$ cat src/hw/cbus_pkg.sv
`default_nettype none

package cbus_pkg;

    localparam int addr_width = 32;
    localparam int data_width = 32;
    localparam int strb_width = 4;
    localparam int len_width  = 4;   // beats minus one.

    localparam logic [1:0] axi_burst_wrap = 2'b10;
    localparam logic [2:0] axi_size_word  = 3'b010;   // 4 bytes per beat.

    typedef logic [len_width-1:0] mlen_t;

    // request as held by a cache bus master.
    typedef struct packed {
        logic                  valid;
        logic                  is_write;
        logic [2:0]            size;
        logic [addr_width-1:0] addr;
        logic [strb_width-1:0] strobe;
        logic [data_width-1:0] data;
        mlen_t                 len;
    } cbus_req_t;

    typedef struct packed {
        logic                  ready;   // one beat done.
        logic                  last;    // final beat done.
        logic [data_width-1:0] data;
    } cbus_resp_t;

    // master side of the AXI3 port.
    typedef struct packed {
        logic [3:0]            arid;
        logic [addr_width-1:0] araddr;
        mlen_t                 arlen;
        logic [2:0]            arsize;
        logic [1:0]            arburst;
        logic                  arvalid;
        logic                  rready;
        logic [3:0]            awid;
        logic [addr_width-1:0] awaddr;
        mlen_t                 awlen;
        logic [2:0]            awsize;
        logic [1:0]            awburst;
        logic                  awvalid;
        logic [3:0]            wid;
        logic [data_width-1:0] wdata;
        logic [strb_width-1:0] wstrb;
        logic                  wlast;
        logic                  wvalid;
        logic                  bready;
    } axi_req_t;

    // slave side of the AXI3 port.
    typedef struct packed {
        logic                  arready;
        logic [3:0]            rid;
        logic [data_width-1:0] rdata;
        logic [1:0]            rresp;
        logic                  rlast;
        logic                  rvalid;
        logic                  awready;
        logic                  wready;
        logic [3:0]            bid;
        logic [1:0]            bresp;
        logic                  bvalid;
    } axi_resp_t;

endpackage

`default_nettype wire

$ cat src/hw/cbus_arbiter.sv
`default_nettype none

// two cache bus masters share one cache bus.
// index 0 is the instruction master, index 1 the data master.
module cbus_arbiter (
    input  logic                 aclk,
    input  logic                 aresetn,

    input  cbus_pkg::cbus_req_t  ireq,
    input  cbus_pkg::cbus_req_t  dreq,
    output cbus_pkg::cbus_resp_t iresp,
    output cbus_pkg::cbus_resp_t dresp,

    output cbus_pkg::cbus_req_t  creq,
    input  cbus_pkg::cbus_resp_t cresp
);
    logic locked_q;   // a transaction owns the bus.
    logic grant_q;    // owner while locked.
    logic prio_q;     // who goes first when unlocked.

    logic pick;       // choice among pending masters.
    logic sel;        // index that drives creq.

    // round robin between the two valids.
    // with nothing pending the pick stays on the priority side.
    always_comb begin
        if (prio_q) begin
            pick = dreq.valid || !ireq.valid;
        end else begin
            pick = !ireq.valid && dreq.valid;
        end
    end

    assign sel = locked_q ? grant_q : pick;

    // request mux.
    always_comb begin
        if (sel) begin
            creq = dreq;
        end else begin
            creq = ireq;
        end
    end

    // response demux.
    // only the owner of a locked grant sees anything.
    always_comb begin
        iresp = '0;
        dresp = '0;

        if (locked_q) begin
            if (grant_q) begin
                dresp = cresp;
            end else begin
                iresp = cresp;
            end
        end
    end

    // lock on the first cycle the chosen valid is seen,
    // release on the edge after the final beat.
    always_ff @(posedge aclk) begin
        if (aresetn) begin
            locked_q <= 1'b0;
            grant_q  <= 1'b0;
            prio_q   <= 1'b0;   // instruction side first.
        end else if (locked_q) begin
            if (cresp.last) begin
                locked_q <= 1'b0;
                prio_q   <= !grant_q;   // the other one goes next.
            end
        end else if (creq.valid) begin
            locked_q <= 1'b1;
            grant_q  <= pick;
        end
    end

endmodule

`default_nettype wire

$ cat src/hw/cbus_to_axi.sv
`default_nettype none

// converts one cache bus transaction at a time into AXI3 traffic.
// a request is taken only while idle, so latency to the address valid is one cycle.
module cbus_to_axi (
    input  logic                 aclk,
    input  logic                 aresetn,

    input  cbus_pkg::cbus_req_t  creq,
    output cbus_pkg::cbus_resp_t cresp,

    output cbus_pkg::axi_req_t   axi_req,
    input  cbus_pkg::axi_resp_t  axi_resp
);
    // one flag per AXI channel still owed a handshake.
    typedef struct packed {
        logic ar;
        logic r;
        logic aw;
        logic w;
        logic b;
    } issue_t;

    issue_t in_issue;
    issue_t next_issue;
    issue_t done;       // channels finishing this cycle.
    issue_t remain;

    logic                            busy;
    logic                            is_last;
    logic                            beat_r;
    logic                            beat_w;
    logic                            rready;
    logic                            bready;

    logic [cbus_pkg::addr_width-1:0] saved_addr;
    logic [2:0]                      saved_size;
    cbus_pkg::mlen_t                 saved_len;
    cbus_pkg::mlen_t                 beats_left;   // zero on the final beat.

    assign busy    = |in_issue;
    assign is_last = beats_left == '0;

    // reads open AR and R, writes open AW, W and B.
    always_comb begin
        next_issue = '0;
        if (creq.is_write) begin
            next_issue.aw = 1'b1;
            next_issue.w  = 1'b1;
            next_issue.b  = 1'b1;
        end else begin
            next_issue.ar = 1'b1;
            next_issue.r  = 1'b1;
        end
    end

    // R waits for the address, B for all of the data.
    assign rready = in_issue.r && !in_issue.ar;
    assign bready = in_issue.b && !in_issue.aw && !in_issue.w;

    assign beat_r = rready && axi_resp.rvalid;
    assign beat_w = in_issue.w && axi_resp.wready;

    always_comb begin
        done.ar = in_issue.ar && axi_resp.arready;
        done.r  = beat_r && axi_resp.rlast;
        done.aw = in_issue.aw && axi_resp.awready;
        done.w  = beat_w && is_last;
        done.b  = bready && axi_resp.bvalid;
    end

    assign remain = in_issue & ~done;

    // cache bus side.
    assign cresp.ready = beat_r || beat_w;
    assign cresp.last  = cresp.ready && is_last && (!beat_r || axi_resp.rlast);
    assign cresp.data  = axi_resp.rdata;

    // AXI side; quiet channels stay at zero.
    always_comb begin
        axi_req = '0;

        if (in_issue.ar) begin
            axi_req.arvalid = 1'b1;
            axi_req.araddr  = saved_addr;
            axi_req.arlen   = saved_len;
            axi_req.arsize  = saved_size;
            axi_req.arburst = cbus_pkg::axi_burst_wrap;
        end

        axi_req.rready = rready;

        if (in_issue.aw) begin
            axi_req.awvalid = 1'b1;
            axi_req.awaddr  = saved_addr;
            axi_req.awlen   = saved_len;
            axi_req.awsize  = saved_size;
            axi_req.awburst = cbus_pkg::axi_burst_wrap;
        end

        // write data follows the master beat by beat.
        if (in_issue.w) begin
            axi_req.wvalid = 1'b1;
            axi_req.wdata  = creq.data;
            axi_req.wstrb  = creq.strobe;
            axi_req.wlast  = is_last;
        end

        axi_req.bready = bready;
    end

    always_ff @(posedge aclk) begin
        if (aresetn) begin
            in_issue   <= '0;
            beats_left <= '0;
        end else if (busy) begin
            in_issue <= remain;
            if (cresp.ready && !is_last) begin
                beats_left <= beats_left - cbus_pkg::mlen_t'(1);
            end
        end else if (creq.valid) begin
            in_issue   <= next_issue;
            beats_left <= creq.len;
        end
    end

    // address phase fields, held for the whole transaction.
    always_ff @(posedge aclk) begin
        if (!busy && creq.valid) begin
            saved_addr <= creq.addr;
            saved_size <= creq.size;
            saved_len  <= creq.len;
        end
    end

endmodule

`default_nettype wire

$ cat src/hw/cbus_axi_top.sv
`default_nettype none

// two cache bus masters onto one AXI3 master port.
module cbus_axi_top (
    input  logic                 aclk,
    input  logic                 aresetn,

    // instruction side, reads only.
    input  cbus_pkg::cbus_req_t  ireq,
    output cbus_pkg::cbus_resp_t iresp,

    // data side.
    input  cbus_pkg::cbus_req_t  dreq,
    output cbus_pkg::cbus_resp_t dresp,

    output cbus_pkg::axi_req_t   axi_req,
    input  cbus_pkg::axi_resp_t  axi_resp
);
    cbus_pkg::cbus_req_t  creq;    // granted request.
    cbus_pkg::cbus_resp_t cresp;

    cbus_arbiter cbus_arbiter_i (
        .aclk    (aclk),
        .aresetn (aresetn),
        .ireq    (ireq),
        .dreq    (dreq),
        .iresp   (iresp),
        .dresp   (dresp),
        .creq    (creq),
        .cresp   (cresp)
    );

    // one transaction in flight.
    cbus_to_axi cbus_to_axi_i (
        .aclk     (aclk),
        .aresetn  (aresetn),
        .creq     (creq),
        .cresp    (cresp),
        .axi_req  (axi_req),
        .axi_resp (axi_resp)
    );

endmodule

`default_nettype wire

$ cat config.mk
export PLATFORM = sky130hd
export DESIGN_NAME = cbus_axi_top
export DESIGN_NICKNAME = d
export VERILOG_FILES = /design/src/hw/cbus_pkg.sv /design/src/hw/cbus_arbiter.sv /design/src/hw/cbus_to_axi.sv /design/src/hw/cbus_axi_top.sv
export SDC_FILE = /design/constraint.sdc
export NUM_CORES = 1
export LEC_CHECK = 0
export BUFFER_PORTS_ARGS = -buffer_cell sky130_fd_sc_hd__buf_4
export CAP_MARGIN = 15
export CORE_AREA = 2 2 158 160
export CTS_CLUSTER_SIZE = 20
export DETAILED_ROUTE_END_ITERATION = 6
export DIE_AREA = 0 0 160 162
export GPL_ROUTABILITY_DRIVEN = 0
export GPL_TIMING_DRIVEN = 0
export PLACE_DENSITY_LB_ADDON = 0.25
export RECOVER_POWER = 25
export SETUP_SLACK_MARGIN = 0.02
export SKIP_CTS_REPAIR_TIMING = 1
export SYNTH_ARGS = -nofsm -noshare
export SYNTH_HDL_FRONTEND = slang
export SYNTH_SLANG_ARGS = --single-unit
export TNS_END_PERCENT = 50
$ cat constraint.sdc
create_clock -name aclk -period 2.7 [get_ports aclk]
set_clock_uncertainty 0.05 [all_clocks]
set_input_delay 0.135 -clock aclk [delete_from_list [all_inputs] [get_ports aclk]]
set_output_delay 0.135 -clock aclk [all_outputs]
set_load 0.005 [all_outputs]
# --- Word level (Yosys, flattened, before mapping) ---
# Cells that the tools add are included.
totals:
  input_bits: 206
  out_inout_bits: 204
  elab_cells: 69
  ff_bits: 51
op_classes:
  add_sub_neg: 1
  n_mux: 20
  n_reduce_logical: 32
  bitwise_logic: 3
  n_eq_ne: 1
op_table:
  columns: ["op", "count"]
  rows:
  - ["$mux 34", 4]
  - ["$mux 42", 2]
  - ["$mux 77", 1]
  - ["$mux 38", 1]
  - ["$logic_and 1x1->1", 15]
  - ["$mux 4", 3]
  - ["$mux 5", 2]
  - ["$logic_not 1->1", 8]
  - ["$reduce_and 2->1", 3]
  - ["$and 5x5->5", 1]
  - ["$mux 1", 5]
  - ["$not 5->5", 1]
  - ["$reduce_or 5->1", 1]
  - ["$logic_not 4->1", 1]
  - ["$sub 4x1->4 const B", 1]
  - ["$logic_or 1x1->1", 3]
  - ["$mux 3", 1]
  - ["$mux 2", 1]
  - ["$ne 2x2->1 const B", 1]
  - ["$reduce_bool 2->1", 1]
  - ["$not 1->1", 1]

# --- Longest topological paths before layout ---
logic_depth:
  ltp_word: 8
  mapped_depth: 8
  ltp_nobuf: 7

# --- Modules after synthesis ---
# A second synthesis with hierarchy kept.
hier_totals:
  cells_unflattened: 749
  area_unflattened_um2: 5791.8
by_module_without_submodules:
  columns: ["module", "area_each_um2", "cells_per_inst", "instances"]
  rows:
  - ["cbus_arbiter", 2917.8, 463, 1]
  - ["cbus_to_axi", 2874.0, 286, 1]

# --- Worst setup path after synthesis ---
# No wires, ideal clock.
synth_path:
  kind: "register -> register"
  start: "register cbus_to_axi_i.in_issue[2] (netlist bit)"
  end: "register cbus_to_axi_i.saved_addr[0] (netlist bit) (enable)"
  arrival_ns: 1.726
  stages_incl_launch_ff: 5
  required_ns: 2.257
  path_buffers: 0
  slack_ns: 0.530
  setup_time_ns: 0.393
  cell_sequence: "dfxtp_1 nor2_1 nor4b_4 nand2_1 inv_1"
synth_via:
  elab_chain_cells: 3
synth_lines:
  columns: ["element", "line", "text"]
  rows:
  - ["start, declared", "cbus_to_axi.sv:24", "issue_t in_issue;"]
  - ["start signal, assigned", "cbus_to_axi.sv:117", "in_issue <= remain;"]
  - ["start signal, assigned", "cbus_to_axi.sv:122", "in_issue <= next_issue;"]
  - ["$reduce_or 5->1", "cbus_to_axi.sv:41", "assign busy = |in_issue;"]
  - ["$logic_not 1->1", "cbus_to_axi.sv:129", "if (!busy && creq.valid) begin"]
  - ["$logic_and 1x1->1", "cbus_to_axi.sv:129", null]
  - ["end signal, assigned", "cbus_to_axi.sv:130", "saved_addr <= creq.addr;"]
  - ["end, declared", "cbus_to_axi.sv:36", "logic [cbus_pkg::addr_width-1:0] saved_addr;"]
# Every way passes these cells.
# A chain may end at the register's enable or synchronous reset.

==> metrics.yaml <==
synthesis:
  ys_seq_area_frac: 0.344
  post_synth.cell_area_avg_um2: 7.41
  yosys_warnings: 0
  netlist-cell-type-count: 42
  post_synth_main_area_contributors: "sky130_fd_sc_hd__edfxtp_1 (29%), sky130_fd_sc_hd__and2_1 (17%), sky130_fd_sc_hd__nand2_1 (17%)"
  synth.cell_area_mm2: 0.00411
  synth-edff-count: 39
  postSynthCellCount: 554
  synth_ff_type: "sky130_fd_sc_hd__edfxtp_1"
  synthArstFlopShare: 0
  synth_largest_area_cell: "sky130_fd_sc_hd__edfxtp_1"
  synth_top_area_frac: 0.285
  ys_ff_latch: 51
setup_path:
  crit_path_max_fanout: 10
  critical_path.startpoint_type: "flop"
  critical-path-max-stage-delay_ns: 0.46
  crit_type: "flop to primary output"
  timing.critical_path.required_ns: 2.52
  slowest_stage: "sky130_fd_sc_hd__clkbuf_1"
  timing.critical_path.to_type: "primary output"
  critical_path.cell_chain: "clkbuf_1 > a21oi_4 > clkbuf_1 > nand2_1 > a21boi_1 > buf_4"
  timing.critical_path.arrival_ns: 2.32
  rr_worst_depth: 5
  cpMostUsedCell: "sky130_fd_sc_hd__clkbuf_1"
drt:
  via_per_inst: 4.01
  finalWirelength_um: 20000
  avgRoutedWirePerCell_um: 15.6
  route.vias.total: 5146
  drt-pass1-iter-count: 4
  ant_nets: 0
  drtIter0Drc: 228
  detail_route.drc_violations: 0
layout:
  nets: 1165
  area_growth_syn_to_layout_pct: 85.2
  most_frequent_cells_in_the_layout: "sky130_fd_sc_hd__buf_4 (383), sky130_fd_sc_hd__nand2_1 (189), sky130_fd_sc_hd__and2_1 (70), sky130_fd_sc_hd__and2_0 (44), sky130_fd_sc_hd__edfxtp_1 (39)"
  layout.cells.most_common: "sky130_fd_sc_hd__buf_4"
  final-instance-count-excl-fill: 1283
  layout-drive-gt1-share: 0.441
worst_hold_path:
  worstHoldPathType: "input pin to flop"
  worstHoldPathCells: 4
clocking:
  clock_latency_ns: 0.29
  cts.clk_slew.worst_paths_ns: 0.07
  clock_tree.htree_level_count: 2
  cts.path.max_buffers: 2
  clock_tree_from_tritoncts: "yes"
  inserted_clock_buffers: 5
  clock_sinks: 51
  root_buffer: "sky130_fd_sc_hd__clkbuf_16"
floorplanning:
  initial_utilization: 0.170
  chipHeight_um: 162
  placeableCoreArea_mm2: 0.0241
  fp.dieArea_mm2: 0.0259
  fp.dieW_um: 160
  top_level_ports: 410
  core.rowCount: 57
global_routing:
  grt_first_pass_wirelength_um: 29100
  first_global_vias: 5003
  globalRoute.totalOverflow: 0
  grt_usage: 0.145
  antenna_violations_before_repair: 0
  grt_max_degree: 33
sta:
  fin_setup_tns_ns: 0
  fmaxAchievable_ghz: 0.400
  timing.final.max_slew_violations: 0
  unrepaired_setup_endpoints_after_global_routing: "no"
  tightestPinTransition_ns: 0.613
  timing.final.hold_violations: 0
  setup_violations: 0
  period_share: 0.927
  slew_headroom: 0.591
  post-route-min-period_ns: 2.50
power_and_ir_drop:
  power_density_mw_per_mm2: 467
  vdd_drop_max_v: 0.000257
  power.share.switching: 0.339
  leakage_nw: 3.97
  comb_power_share: 0.460
  cellInternalPower_mw: 2.35
  power.share.sequential: 0.344
  switching_power_mw: 1.21
  total_power_mw: 3.55
  clkPwrFrac: 0.197
placed_design:
  io_buffers: 383
  dp.cells: 1275
  dp_wirelength_um: 16600
run_status:
  status: "completed"
job:
  max_cap_violations: 0
-- stage by stage --
step	hold WS [ns]	utilization	instance area, um^2	worst slack [ns]
2_1_floorplan	0.257	-	4160	0.530
3_3_place_gp	0.344	0.309	7440	-0.293
3_5_place_dp	0.348	0.309	7460	-0.00405
4_1_cts	0.0372	0.316	7620	-0.332
5_1_grt	0.0471	0.315	7600	0.0144
6_report	0.0486	0.316	7610	0.197
-- worst paths after layout --
| check | startpoint | end | slack, ns |
|---|---|---|---|
| worst min register to register | cbus_to_axi_i.beats_left[1] | cbus_to_axi_i.beats_left[1] | 0.45 |
| worst min-delay path | axi_resp[8] | cbus_to_axi_i.in_issue[2] | 0.05 |
| worst max register to register | cbus_to_axi_i.in_issue[1] | cbus_to_axi_i.saved_addr[10] | 0.62 |
| worst max-delay path | cbus_arbiter_i.grant_q | axi_req[8] | 0.20 |
-- layer usage --
metal,vias up,global-route usage,part of all wire
li1,2564,-,-
met1,2311,0.174,0.41
met2,256,0.262,0.50
met3,15,0.0332,0.081
met4,0,0.0348,0.015
met5,-,0,0
-- area by class of cell --
cell class,count,area (um^2)
timing repair buffer,384,2880
sequential,51,1410
multi-input combinational,447,2390
fill,2667,16500
tap,324,405
clock buffer,8,161
buffer,60,325
inverter,8,30.0
antenna,1,2.50
-- power by group through the flow --
stage | logic [mW] | clock network (mW) | registers (mW)
after CTS | 1.69 | 0.731 | 1.22
after global routing | 1.82 | 0.760 | 1.25
after global placement | 1.65 | 0 | 1.25
after detailed placement | 1.69 | 0 | 1.24
after floorplan | 0.774 | 0 | 1.19
final | 1.63 | 0.699 | 1.22
-- logic make-up after synthesis --
| family | synth area share |
|---|---|
| compound gates | 0.113 |
| fa+ha+maj | 0.00609 |
| buf+inv | 0.0865 |
| flops | 0.344 |
| mux | 0.0140 |
| other cells | 0.000913 |
| simple gates | 0.436 |
-- cell usage after synthesis, types with 2 or more instances --
cell type                  count
sky130_fd_sc_hd__a211oi_1      2
sky130_fd_sc_hd__a21boi_1     35
sky130_fd_sc_hd__a21oi_1       8
sky130_fd_sc_hd__and2_1      114
sky130_fd_sc_hd__and3_1       34
sky130_fd_sc_hd__buf_2         8
sky130_fd_sc_hd__buf_4        21
sky130_fd_sc_hd__clkbuf_1     31
sky130_fd_sc_hd__dfxtp_1      12
sky130_fd_sc_hd__edfxtp_1     39
sky130_fd_sc_hd__ha_1          2
sky130_fd_sc_hd__inv_1         8
sky130_fd_sc_hd__mux2i_1       2
sky130_fd_sc_hd__nand2_1     189
sky130_fd_sc_hd__nand3_1       4
sky130_fd_sc_hd__nor2_1        9
sky130_fd_sc_hd__nor2b_1       3
sky130_fd_sc_hd__nor3_1        2
sky130_fd_sc_hd__nor3b_1       3
sky130_fd_sc_hd__o211a_1       2
sky130_fd_sc_hd__o21ai_0       4
sky130_fd_sc_hd__o22ai_1       2
-- critical path: cells and delay by family, from the launching register on --
| kind | cells | cell delay (ns) |
|---|---|---|
| buffers and inverters | 3 | 0.88 |
| and+or+nand+nor | 1 | 0.12 |
| DFF | 1 | 0.33 |
| AOI/OAI and AO/OA | 2 | 0.70 |
-- sequential cells by signal, summed over array words and instances, names as in the netlist --
| signal | flops |
|---|---|
| cbus_to_axi_i.beats_left | 4 |
| cbus_arbiter_i.grant_q | 1 |
| cbus_to_axi_i.saved_addr | 32 |
| cbus_to_axi_i.saved_len | 4 |
| cbus_arbiter_i.locked_q | 1 |
| cbus_to_axi_i.saved_size | 3 |
| cbus_to_axi_i.in_issue | 5 |
| cbus_arbiter_i.prio_q | 1 |
Note: power is estimated with default switching activity, not from simulation.
